### config.mk
export PLATFORM = sky130hd
export DESIGN_NAME = cache_mem
export DESIGN_NICKNAME = d
export VERILOG_FILES = /design/src/verilog/cache_pkg.sv /design/src/verilog/way_lookup.sv /design/src/verilog/victim_select.sv /design/src/verilog/line_update.sv /design/src/verilog/cache_mem.sv
export SDC_FILE = /design/constraint.sdc
export NUM_CORES = 2
export LEC_CHECK = 0
export BUFFER_PORTS_ARGS = -buffer_cell sky130_fd_sc_hd__buf_2
export CAP_MARGIN = 10
export CORE_MARGIN = 2
export CORE_UTILIZATION = 35
export CTS_CLUSTER_DIAMETER = 60
export CTS_CLUSTER_SIZE = 10
export DETAILED_ROUTE_END_ITERATION = 10
export PLACE_DENSITY = 0.49
export SETUP_SLACK_MARGIN = 0.5
export SLEW_MARGIN = 20
export SYNTH_ARGS = -nofsm -noshare
export SYNTH_HDL_FRONTEND = slang
export SYNTH_SLANG_ARGS = --single-unit
### constraint.sdc
create_clock -name clk_i -period 6.4 [get_ports clk_i]
set_input_delay 0.64 -clock clk_i [delete_from_list [all_inputs] [get_ports clk_i]]
set_output_delay 0.64 -clock clk_i [all_outputs]
set_load 0.02 [all_outputs]
### src/verilog/cache_pkg.sv
// Shared definitions for the set-associative cache memory array
// Geometry constants, request command encoding and the address/block types
// Modules import this package in their bodies and use scoped names in port lists
// The address union gives a flat view and a tag/index/offset view of one word

`default_nettype none

package cache_pkg;

    // ==============================
    // Geometry
    // ==============================

    // Address width in bits
    localparam int XLEN       = 32;
    // Sets and ways
    localparam int NUM_SETS   = 4;
    localparam int NUM_WAYS   = 4;
    // One block per line, 8 bytes
    localparam int BLOCK_BITS = 64;
    // Byte offset inside a block
    localparam int OFFSET_W   = 3;
    // Set index width
    localparam int INDEX_W    = $clog2(NUM_SETS);
    // Tag takes the remaining upper bits
    localparam int TAG_W      = XLEN - INDEX_W - OFFSET_W;
    // Way index width
    localparam int WAY_W      = $clog2(NUM_WAYS);
    // One history bit per pair of ways
    localparam int HIST_W     = (NUM_WAYS * (NUM_WAYS - 1)) / 2;

    // ==============================
    // Types
    // ==============================

    // Request command, held as a level for one cycle
    typedef enum logic [2:0] {
        REQ_NONE       = 3'd0,
        REQ_LOAD       = 3'd1,
        REQ_STORE      = 3'd2,
        REQ_LOAD_MISS  = 3'd3,
        REQ_STORE_MISS = 3'd4
    } req_cmd_e;

    typedef logic [BLOCK_BITS-1:0] cache_block_t;
    typedef logic [TAG_W-1:0]      cache_tag_t;
    typedef logic [WAY_W-1:0]      way_idx_t;
    typedef logic [INDEX_W-1:0]    set_idx_t;

    // Field view of an address, MSB first
    typedef struct packed {
        cache_tag_t          tag;
        set_idx_t            index;
        logic [OFFSET_W-1:0] offset;
    } cache_addr_fields_t;

    // Address word, either flat or split into fields
    typedef union packed {
        logic [XLEN-1:0]    raw;
        cache_addr_fields_t fields;
    } cache_addr_u;

endpackage

`default_nettype wire

### src/verilog/way_lookup.sv
// Tag lookup across all ways of the addressed set
// Purely combinational on the current array contents
// Reports whether a valid way holds the request tag, which way, and its block
// The block offset of the request is ignored

`timescale 1ns/1ps
`default_nettype none

module way_lookup (
    input  wire cache_pkg::cache_addr_u req_addr_i,
    input  wire logic [cache_pkg::NUM_SETS-1:0][cache_pkg::NUM_WAYS-1:0] valid_array_i,
    input  wire cache_pkg::cache_tag_t [cache_pkg::NUM_SETS-1:0][cache_pkg::NUM_WAYS-1:0]
                                        tag_array_i,
    input  wire cache_pkg::cache_block_t [cache_pkg::NUM_SETS-1:0][cache_pkg::NUM_WAYS-1:0]
                                        data_array_i,
    output logic                        hit_o,
    output cache_pkg::way_idx_t         hit_way_o,
    output cache_pkg::cache_block_t     hit_data_o
);

    import cache_pkg::*;

    // Request fields
    set_idx_t   req_set;
    cache_tag_t req_tag;

    // Match vector for the addressed set
    logic [NUM_WAYS-1:0] way_match;

    assign req_set = req_addr_i.fields.index;
    assign req_tag = req_addr_i.fields.tag;

    // Compare the tag against every valid way
    always_comb begin
        for (int w = 0; w < NUM_WAYS; w++) begin
            way_match[w] = valid_array_i[req_set][w] && (tag_array_i[req_set][w] == req_tag);
        end
    end

    // ==============================
    // Hit mux
    // ==============================

    // At most one way matches, tags in a set are unique
    always_comb begin
        hit_o      = 1'b0;
        hit_way_o  = '0;
        hit_data_o = '0;
        for (int w = 0; w < NUM_WAYS; w++) begin
            if (way_match[w]) begin
                hit_o      = 1'b1;
                hit_way_o  = way_idx_t'(w);
                hit_data_o = data_array_i[req_set][w];
            end
        end
    end

endmodule

`default_nettype wire

### src/verilog/victim_select.sv
// Replacement state and victim choice for the cache
// Keeps a pairwise use-history matrix per set, one bit per pair of ways
// Gives the highest-numbered empty way and the least recently used way of set_i
// A use strobe moves the given way to most recently used at the clock edge
// Pair bit (lo, hi) is 0 when way lo was used after way hi, 1 otherwise

`timescale 1ns/1ps
`default_nettype none

module victim_select (
    input  wire logic                 clk_i,
    input  wire logic                 rst_i,
    input  wire cache_pkg::set_idx_t  set_i,
    input  wire logic [cache_pkg::NUM_SETS-1:0][cache_pkg::NUM_WAYS-1:0] valid_array_i,
    input  wire logic                 use_valid_i,
    input  wire cache_pkg::way_idx_t  use_way_i,
    output logic                      empty_valid_o,
    output cache_pkg::way_idx_t       empty_way_o,
    output cache_pkg::way_idx_t       lru_way_o
);

    import cache_pkg::*;

    // ==============================
    // State
    // ==============================

    // Use history per set
    logic [NUM_SETS-1:0][HIST_W-1:0] hist_q;

    // History of the addressed set, current and after a use
    logic [HIST_W-1:0] hist_set;
    logic [HIST_W-1:0] hist_next;

    // Per way, set when that way loses every pair
    logic [NUM_WAYS-1:0] loses_all;

    // Bit position of pair (lo, hi), lo < hi
    // Pairs are packed row by row, (0,1) (0,2) (0,3) (1,2) (1,3) (2,3)
    function automatic int pair_idx(input int lo, input int hi);
        return lo * NUM_WAYS - (lo * (lo + 1)) / 2 + (hi - lo - 1);
    endfunction

    assign hist_set = hist_q[set_i];

    // ==============================
    // Empty way finder
    // ==============================

    // Ascending scan, last invalid way wins
    always_comb begin
        empty_valid_o = 1'b0;
        empty_way_o   = '0;
        for (int w = 0; w < NUM_WAYS; w++) begin
            if (!valid_array_i[set_i][w]) begin
                empty_valid_o = 1'b1;
                empty_way_o   = way_idx_t'(w);
            end
        end
    end

    // ==============================
    // LRU choice
    // ==============================

    // A way is LRU when every other way was used after it
    always_comb begin
        loses_all = '1;
        for (int w = 0; w < NUM_WAYS; w++) begin
            for (int o = 0; o < NUM_WAYS; o++) begin
                if (w < o) begin
                    // Bit 1 means the higher way o is more recent
                    loses_all[w] = loses_all[w] & hist_set[pair_idx(w, o)];
                end else if (o < w) begin
                    // Bit 0 means the lower way o is more recent
                    loses_all[w] = loses_all[w] & ~hist_set[pair_idx(o, w)];
                end
            end
        end
    end

    // History is a total order, so exactly one way loses all pairs
    always_comb begin
        lru_way_o = '0;
        for (int w = 0; w < NUM_WAYS; w++) begin
            if (loses_all[w]) begin
                lru_way_o = way_idx_t'(w);
            end
        end
    end

    // ==============================
    // History update
    // ==============================

    // Every pair holding the used way now favors it
    always_comb begin
        hist_next = hist_set;
        for (int o = 0; o < NUM_WAYS; o++) begin
            if (o < int'(use_way_i)) begin
                hist_next[pair_idx(o, int'(use_way_i))] = 1'b1;
            end else if (o > int'(use_way_i)) begin
                hist_next[pair_idx(int'(use_way_i), o)] = 1'b0;
            end
        end
    end

    // All zero after reset, giving order 0 1 2 3 with way 3 as LRU
    always_ff @(posedge clk_i) begin
        if (rst_i) begin
            hist_q <= '0;
        end else if (use_valid_i) begin
            hist_q[set_i] <= hist_next;
        end
    end

endmodule

`default_nettype wire

### src/verilog/line_update.sv
// Line storage and request decoding for the cache
// Holds the valid, dirty, tag and data arrays of all sets and ways
// Combines the lookup and victim results into writes, responses and evictions
// Responses are combinational, array writes land at the next rising edge
// Fills go to an empty way first, else to the LRU way, which is then reported

`timescale 1ns/1ps
`default_nettype none

module line_update (
    input  wire logic                   clk_i,
    input  wire logic                   rst_i,
    input  wire cache_pkg::req_cmd_e    req_cmd_i,
    input  wire cache_pkg::cache_addr_u req_addr_i,
    input  wire cache_pkg::cache_block_t req_data_i,
    input  wire logic                   hit_i,
    input  wire cache_pkg::way_idx_t    hit_way_i,
    input  wire cache_pkg::cache_block_t hit_data_i,
    input  wire logic                   empty_valid_i,
    input  wire cache_pkg::way_idx_t    empty_way_i,
    input  wire cache_pkg::way_idx_t    lru_way_i,
    output logic [cache_pkg::NUM_SETS-1:0][cache_pkg::NUM_WAYS-1:0] valid_array_o,
    output cache_pkg::cache_tag_t [cache_pkg::NUM_SETS-1:0][cache_pkg::NUM_WAYS-1:0]
                                        tag_array_o,
    output cache_pkg::cache_block_t [cache_pkg::NUM_SETS-1:0][cache_pkg::NUM_WAYS-1:0]
                                        data_array_o,
    output logic                        use_valid_o,
    output cache_pkg::way_idx_t         use_way_o,
    output logic                        req_hit_o,
    output cache_pkg::cache_block_t     req_data_o,
    output logic                        evict_valid_o,
    output logic                        evict_dirty_o,
    output cache_pkg::cache_addr_u      evict_addr_o,
    output cache_pkg::cache_block_t     evict_data_o
);

    import cache_pkg::*;

    // ==============================
    // Arrays
    // ==============================

    // Control bits, cleared on reset
    logic [NUM_SETS-1:0][NUM_WAYS-1:0] valid_q;
    logic [NUM_SETS-1:0][NUM_WAYS-1:0] dirty_q;
    // Payload
    cache_tag_t   [NUM_SETS-1:0][NUM_WAYS-1:0] tag_q;
    cache_block_t [NUM_SETS-1:0][NUM_WAYS-1:0] data_q;

    // Request fields
    set_idx_t   req_set;
    cache_tag_t req_tag;

    // Command decode
    logic cmd_active;
    logic cmd_write;
    logic cmd_fill;
    logic hit_write;
    logic fill_write;
    way_idx_t fill_way;

    assign req_set = req_addr_i.fields.index;
    assign req_tag = req_addr_i.fields.tag;

    // Store and store-miss both write on a hit
    assign cmd_active = (req_cmd_i != REQ_NONE);
    assign cmd_write  = (req_cmd_i == REQ_STORE) || (req_cmd_i == REQ_STORE_MISS);
    assign cmd_fill   = (req_cmd_i == REQ_LOAD_MISS) || (req_cmd_i == REQ_STORE_MISS);

    assign hit_write  = cmd_write && hit_i;
    // Miss fill only when the block is still absent
    assign fill_write = cmd_fill && !hit_i;
    // Empty way has priority over the LRU victim
    assign fill_way   = empty_valid_i ? empty_way_i : lru_way_i;

    // ==============================
    // Responses
    // ==============================

    assign req_hit_o  = cmd_active && hit_i;
    // Old block contents, also for a store
    assign req_data_o = req_hit_o ? hit_data_i : '0;

    // Hit way or fill way becomes most recently used
    assign use_valid_o = req_hit_o || fill_write;
    assign use_way_o   = hit_i ? hit_way_i : fill_way;

    // Eviction only when a fill finds the set full
    assign evict_valid_o = fill_write && !empty_valid_i;

    always_comb begin
        evict_addr_o  = '0;
        evict_dirty_o = 1'b0;
        evict_data_o  = '0;
        if (evict_valid_o) begin
            // Victim address rebuilt from its tag and the set, offset zero
            evict_addr_o.fields.tag    = tag_q[req_set][lru_way_i];
            evict_addr_o.fields.index  = req_set;
            evict_addr_o.fields.offset = '0;
            evict_dirty_o              = dirty_q[req_set][lru_way_i];
            evict_data_o               = data_q[req_set][lru_way_i];
        end
    end

    // ==============================
    // Array writes
    // ==============================

    // Valid and dirty bits
    always_ff @(posedge clk_i) begin
        if (rst_i) begin
            valid_q <= '0;
            dirty_q <= '0;
        end else if (fill_write) begin
            valid_q[req_set][fill_way] <= 1'b1;
            // New line is dirty only for a store-miss fill
            dirty_q[req_set][fill_way] <= (req_cmd_i == REQ_STORE_MISS);
        end else if (hit_write) begin
            dirty_q[req_set][hit_way_i] <= 1'b1;
        end
    end

    // Tag and data
    always_ff @(posedge clk_i) begin
        if (fill_write) begin
            tag_q[req_set][fill_way]  <= req_tag;
            data_q[req_set][fill_way] <= req_data_i;
        end else if (hit_write) begin
            data_q[req_set][hit_way_i] <= req_data_i;
        end
    end

    // Current contents to lookup and victim selection
    assign valid_array_o = valid_q;
    assign tag_array_o   = tag_q;
    assign data_array_o  = data_q;

endmodule

`default_nettype wire

### src/verilog/cache_mem.sv
// Top level of the 4-set, 4-way cache memory array
// One request per cycle as a command level, no handshake
// Responses and eviction reports come back in the same cycle
// State changes from a request are visible to the next request

`timescale 1ns/1ps
`default_nettype none

module cache_mem (
    input  wire logic                    clk_i,
    input  wire logic                    rst_i,
    input  wire cache_pkg::req_cmd_e     req_cmd_i,
    input  wire cache_pkg::cache_addr_u  req_addr_i,
    input  wire cache_pkg::cache_block_t req_data_i,
    output logic                         req_hit_o,
    output cache_pkg::cache_block_t      req_data_o,
    output logic                         evict_valid_o,
    output logic                         evict_dirty_o,
    output cache_pkg::cache_addr_u       evict_addr_o,
    output cache_pkg::cache_block_t      evict_data_o
);

    import cache_pkg::*;

    // ==============================
    // Internal nets
    // ==============================

    // Array contents from line_update
    logic         [NUM_SETS-1:0][NUM_WAYS-1:0] valid_array;
    cache_tag_t   [NUM_SETS-1:0][NUM_WAYS-1:0] tag_array;
    cache_block_t [NUM_SETS-1:0][NUM_WAYS-1:0] data_array;

    // Lookup result
    logic         hit;
    way_idx_t     hit_way;
    cache_block_t hit_data;

    // Victim choice for the addressed set
    logic     empty_valid;
    way_idx_t empty_way;
    way_idx_t lru_way;

    // Way to mark most recently used
    logic     use_valid;
    way_idx_t use_way;

    way_lookup u_way_lookup (
        .req_addr_i    (req_addr_i),
        .valid_array_i (valid_array),
        .tag_array_i   (tag_array),
        .data_array_i  (data_array),
        .hit_o         (hit),
        .hit_way_o     (hit_way),
        .hit_data_o    (hit_data)
    );

    victim_select u_victim_select (
        .clk_i         (clk_i),
        .rst_i         (rst_i),
        .set_i         (req_addr_i.fields.index),
        .valid_array_i (valid_array),
        .use_valid_i   (use_valid),
        .use_way_i     (use_way),
        .empty_valid_o (empty_valid),
        .empty_way_o   (empty_way),
        .lru_way_o     (lru_way)
    );

    line_update u_line_update (
        .clk_i         (clk_i),
        .rst_i         (rst_i),
        .req_cmd_i     (req_cmd_i),
        .req_addr_i    (req_addr_i),
        .req_data_i    (req_data_i),
        .hit_i         (hit),
        .hit_way_i     (hit_way),
        .hit_data_i    (hit_data),
        .empty_valid_i (empty_valid),
        .empty_way_i   (empty_way),
        .lru_way_i     (lru_way),
        .valid_array_o (valid_array),
        .tag_array_o   (tag_array),
        .data_array_o  (data_array),
        .use_valid_o   (use_valid),
        .use_way_o     (use_way),
        .req_hit_o     (req_hit_o),
        .req_data_o    (req_data_o),
        .evict_valid_o (evict_valid_o),
        .evict_dirty_o (evict_dirty_o),
        .evict_addr_o  (evict_addr_o),
        .evict_data_o  (evict_data_o)
    );

endmodule

`default_nettype wire

; ---- After elaboration in Yosys (flattened, before gate mapping)
; Cells that the tools add are included.
[totals]
in_bits = 101
word_cells = 235
reg_bits = 1512
[classes]
eq_ne = 7
mul = 1
reduce_logical = 24
n_lt_le_gt_ge = 25
bitwise_logic = 24
n_addsub = 18
n_mux = 92
[op_table]
columns = cell, n
row1 = bitwise mux 1024 bit, 2
row2 = 2-to-1 mux 1024 bit, 2
row3 = demux 256 bit (select 2 bit), 2
row4 = 2-to-1 mux 256 bit, 3
row5 = 2-to-1 mux 64 bit, 9
row6 = binary-select mux 256 bit (select 2 bit), 1
row7 = bitwise mux 432 bit, 1
row8 = demux 64 bit (select 2 bit), 2
row9 = binary-select mux 108 bit (select 2 bit), 1
row10 = demux 108 bit (select 2 bit), 1
row11 = 2-to-1 mux 108 bit, 2
row12 = ">= comparator 32 x 1 -> 1 bit, second input constant", 6
row13 = "< comparator 32 x 5 -> 1 bit, second input constant", 6
row14 = "subtractor 32 x 2 -> 32 bit, second input constant", 5
row15 = binary-select mux 64 bit (select 2 bit), 1
row16 = == test 27 bit, 4
row17 = adder 32 bit, 3
row18 = binary-select mux 27 bit (select 2 bit), 1
row19 = demux 27 bit (select 2 bit), 1
row20 = 2-to-1 mux 27 bit, 2
row21 = 2-to-1 mux 6 bit, 8
row22 = "adder 3 x 32 -> 32 bit, first input constant", 1
row23 = adder 32 x 1 -> 32 bit, 1
row24 = "adder 4 x 32 -> 32 bit, first input constant", 1
row25 = other kinds (40), 125

; ---- Logic depth before layout (Yosys ltp)
[logic_depth]
ltp_word = 30
mapped_depth = 23
mapped_depth_nobuf = 18

; ---- Modules after synthesis
; From an unflattened synthesis, not the netlist that was laid out.
[unflattened]
hier_cells = 5214
hier_area_um2 = 79472.5
[by_module_without_submodules]
columns = mod, area_each_um2, seq_area_each_um2, cells_per_inst, n_inst
row1 = line_update, 64184.1, 44362.5, 3775, 1
row2 = way_lookup, 12874.8, 0.0, 1168, 1
row3 = victim_select, 2413.6, 480.5, 271, 1

; ---- Worst setup path after synthesis
; OpenSTA, ideal clock, no wires.
[synth_timing]
path_type = input-to-reg
from = input req_addr_i[3] (netlist bit)
to = register u_line_update.data_q (netlist bit u_line_update.data_array_o[100]) (enable)
setup_ns = 0.486
arrival_time_ns = 5.824
path_slack_ns = 0.090
required_ns = 5.914
cell_stages = 12
cell_sequence = buf_6 -> mux4_2 -> clkinv_1 -> o22ai_1 -> or4_1 -> nor4_4 -> and4_1 -> buf_4 -> buf_4 -> and2_2 -> a21oi_1 -> nor2_1
[synth_via]
elab_chain_cells = 11
elab_cells_between_ends = 20
[synth_rtl]
columns = item, line
row1 = start: declaration, cache_mem.sv:13  ; input wire cache_pkg::cache_addr_u req_addr_i,
row2 = binary-select mux 108 bit (select 2 bit), way_lookup.sv:36  ; way_match[w] = valid_array_i[req_set][w] && (tag_array_i[req_set][w] == req_tag);
row3 = 2-to-1 mux 108 bit (not written as such), way_lookup.sv:36
row4 = == test 27 bit, way_lookup.sv:36
row5 = logical AND 1 bit, way_lookup.sv:36
row6 = 2-to-1 mux 1 bit (3 in series), way_lookup.sv:50  ; if (way_match[w]) begin
row7 = 2-to-1 mux 1 bit *, way_lookup.sv:50
row8 = logical NOT 1 bit, line_update.sv:72  ; assign fill_write = cmd_fill && !hit_i;
row9 = logical AND 1 bit, line_update.sv:72
row10 = nonzero test 2 bit (no line) *, -
row11 = end signal: indexed assignment, line_update.sv:127  ; data_q[req_set][fill_way] <= req_data_i;
row12 = end signal: indexed assignment, line_update.sv:129  ; data_q[req_set][hit_way_i] <= req_data_i;
row13 = end: declaration, line_update.sv:48  ; cache_block_t [NUM_SETS-1:0][NUM_WAYS-1:0] data_q;
; Mark *: on every way between the ends. The rest lies on a longest branch, timed or not. The select of a mux whose other input is x is not followed.
; A chain may end at the register's enable or synchronous reset.

; ---- Final worst setup path
[layout_timing]
from = input req_addr_i[3] (netlist bit)
to = output req_data_o[59]
[layout_via]
elab_chain_cells = 10
elab_cells_between_ends = 24
[layout_rtl]
columns = item, line
row1 = binary-select mux 108 bit (select 2 bit), way_lookup.sv:36
row2 = 2-to-1 mux 108 bit (not written as such), way_lookup.sv:36
row3 = == test 27 bit, way_lookup.sv:36
row4 = logical AND 1 bit, way_lookup.sv:36
row5 = 2-to-1 mux 1 bit (4 in series), way_lookup.sv:50
row6 = logical AND 1 bit, line_update.sv:80  ; assign req_hit_o = cmd_active && hit_i;
row7 = 2-to-1 mux 64 bit *, line_update.sv:82  ; assign req_data_o = req_hit_o ? hit_data_i : '0;
row8 = end: declaration, cache_mem.sv:16  ; output cache_pkg::cache_block_t req_data_o,
; Marked as above.

==> reports/summary.txt <==
Outcome: complete, no violations
RSZ-0062 raised after global routing: false
Post-Route WL: 231000 um
Leakage: 0.0259 uW
Dpl hpwl: 128000 um
Root Buffer: clkbuf_16
Pin count of the biggest net entering global routing: 100
Die H: 452 um
CTS Hold Bufs: 0
PnR worst setup slack: 641 ps
Period minus WS final: 5760 ps
Die area: 205000 um2
Sequential cell area fraction in the yosys report: 63.7%
Hold WC Path Type: in2reg
Count of input and output buffers: 257
Highest Signal Layer: met5
Post-synth ARST share: 0%
Ys flop type: edfxtp_1
Clk sinks: 1512
Clock Power Share: 43.2%
DR WL met3: 13100 um
Worst vdd ir: 0.000215 V
Met1 wire length: 98000 um
Vias: 42000
Final Total Pwr: 21800 uW
Rel. slew slack: 24.5%
CTS H-Tree Depth: 4
First-pass GRT wire length: 329000 um
Rows: 164
Core region area: 200000 um2
Yosys cell types: 94
Drt pass-1 iters: 5
Clock-pin slew on the worst setup and hold paths: 50 ps
Slew Limit Fails: 0
Worst setup SP type: input pin
Die width: 452 um
Setup_tns: 0 ps
Sequential Power Share: 49.9%
Final hold violations: 0
Worst clock skew: 63.2 ps
Final setup violating endpoints: 0
Vias in the first global route: 43200
Post-place setup slack: 433 ps
CTS Buf Count: 178
TritonCTS clock tree: built
Synth warn: 0
Signal arrival time at the worst endpoint: 5120 ps
Worst Max-Slew Pin Slew: 1130 ps
Drt wl/cell: 30.0 um
Comb pwr share: 6.9%
Commonest non-fill, non-tap cell in the layout: edfxtp_1
Fmax achieved: 174 MHz
NumNets Final: 5085
Syn-to-layout area delta: 14.2%
Vias per inst: 5.46
Met2 wire length: 114000 um
Cell Pwr Density: 271 nW/um2
Initial antenna violation count: 29
Critical path type: in2out
Internal cell power: 16600 uW
Total congestion overflow: 0
Share of layout cells above drive strength 1: 21.4%
P_sw: 5170 uW
Switching Share: 23.7%
I/O pin count: 264
GRT Overall Usage: 22.5%
Initial DRC count: 4086
Req. time, crit path: 5760 ps
Yosys reg bits: 1512
Fin crit share: 90.0%
Multi-input gate area: 23700 um2
Largest fanout on the critical path: 24
Clock Path Buffers: 3
Worst-Skew Late Latency: 850 ps
Core Util, Final: 40.2%
Post-DRT Antenna Nets: 0
# fillers: 18200
Synth Area per Inst: 14.8 um2
Placer congestion estimate: 0.850
Starting Density: 35.2%
Synth Cell Area: 70300 um2
MaxCap Viol Count: 0
Most frequent cells in the layout: 1456 x edfxtp_1, 1036 x and2_1, 383 x nand2_1
Crit path capture type: primary output
Post-synth EDFFs: 1456
DRC Markers: 0
Register area: 44800 um2
Synthesized instance count: 4751
[registers in the layout (all words and copies together), names as in the netlist]
register / cells
u_line_update.data_array_o: 1024
u_line_update.dirty_q: 16
u_line_update.tag_array_o: 432
u_line_update.valid_array_o: 16
u_victim_select.hist_q: 24
[timing repair]
| action | in CTS | in global routing |
|---|---|---|
| endpoints found under the setup margin | 6 | 2 |
| setup buffers | 2 | 0 |
| gates cloned | 0 | 0 |
| hold endpoints to repair | 0 | 0 |
| resized for setup | 3 | 2 |
| pin swaps | 1 | 0 |
[through the flow]
stage	hold slack [ps]	cell area, um2	instances
after global routing	225	80300	7701
after detailed placement	448	75100	7446
after CTS	166	80300	7698
final	241	80400	7706
after floorplan	432	70400	4758
after global placement	441	75100	7446
[power by group through the flow]
stage          Clock, uW  Combinational (uW)  Sequential (uW)
2_1_floorplan          0                 880            11100
3_3_place_gp           0                1510            11100
3_5_place_dp           0                1510            11100
4_1_cts             9570                1520            10900
5_1_grt             9920                1610            10900
6_report            9400                1510            10900
[kinds of logic after synthesis]
logic type                 share of synthesized area [%]
adders and majority gates                          0.213
muxes                                               14.1
xor gates and xnor gates                            1.10
and+or+nand+nor                                     13.3
AOI/OAI and AO/OA                                   4.48
other                                             0.0107
buffers and inverters                               2.97
DFF                                                 63.7
[path summary, 6_finish.rpt]
check	start	to	slack, ps	cells after the start
setup / recovery	req_addr_i[3]	req_data_o[59]	640	16
hold reg to reg	u_victim_select.hist_q[12]	u_victim_select.hist_q[12]	450	2
hold / removal	req_addr_i[26]	u_line_update.tag_array_o[129]	240	1
setup reg to reg	u_line_update.tag_array_o[235]	u_victim_select.hist_q[3]	1450	21
[area by class of cell]
cell class,count,share of cell area (%)
Multi-Input combinational cell,2830,29.5
Antenna cell,8,0.0249
Tap cell,2656,4.14
Sequential cell,1512,55.8
Clock buffer,211,5.71
Timing Repair Buffer,428,3.98
Clock inverter,39,0.710
Inverter,22,0.103
[cells in the mapped netlist, types with 12 or more instances]
cell / number / area [um2]
a211oi_1: 37 / 278
a21oi_1: 90 / 450
a221oi_1: 70 / 613
and2_1: 1044 / 6530
buf_1: 41 / 154
buf_2: 76 / 380
buf_4: 14 / 105
buf_6: 34 / 383
clkbuf_1: 219 / 822
dfxtp_1: 56 / 1120
edfxtp_1: 1456 / 43700
ha_1: 12 / 150
inv_1: 20 / 75.1
mux2i_1: 205 / 2050
mux4_2: 342 / 7700
nand2_1: 385 / 1450
nand3_1: 17 / 85.1
nand4_1: 14 / 87.6
nor2_1: 142 / 533
nor3_1: 17 / 85.1
o21a_1: 15 / 113
o21ai_0: 98 / 490
o21ai_1: 57 / 285
o22ai_1: 23 / 144
xnor2_1: 72 / 631
xor2_1: 16 / 140
[metal layers]
| metal | global-route usage, % | vias to the layer above |
|---|---|---|
| li1 | - | 18100 |
| met1 | 30.4 | 22000 |
| met2 | 37.7 | 1538 |
| met3 | 3.16 | 369 |
| met4 | 6.29 | 4 |
| met5 | 0 | - |
[worst max-delay path: stages]
cell and delay [ps]:
buf_8 270, buf_12 260, buf_4 250, mux2i_1 340
mux2i_1 270, a2111oi_1 540, buf_4 220, nand4_1 330
nor2_4 250, buf_12 130, buf_4 380, nand2_1 80
o21ai_0 150, mux2i_1 100, o21ai_1 530, buf_2 280
(Power assumes the default switching activity.)
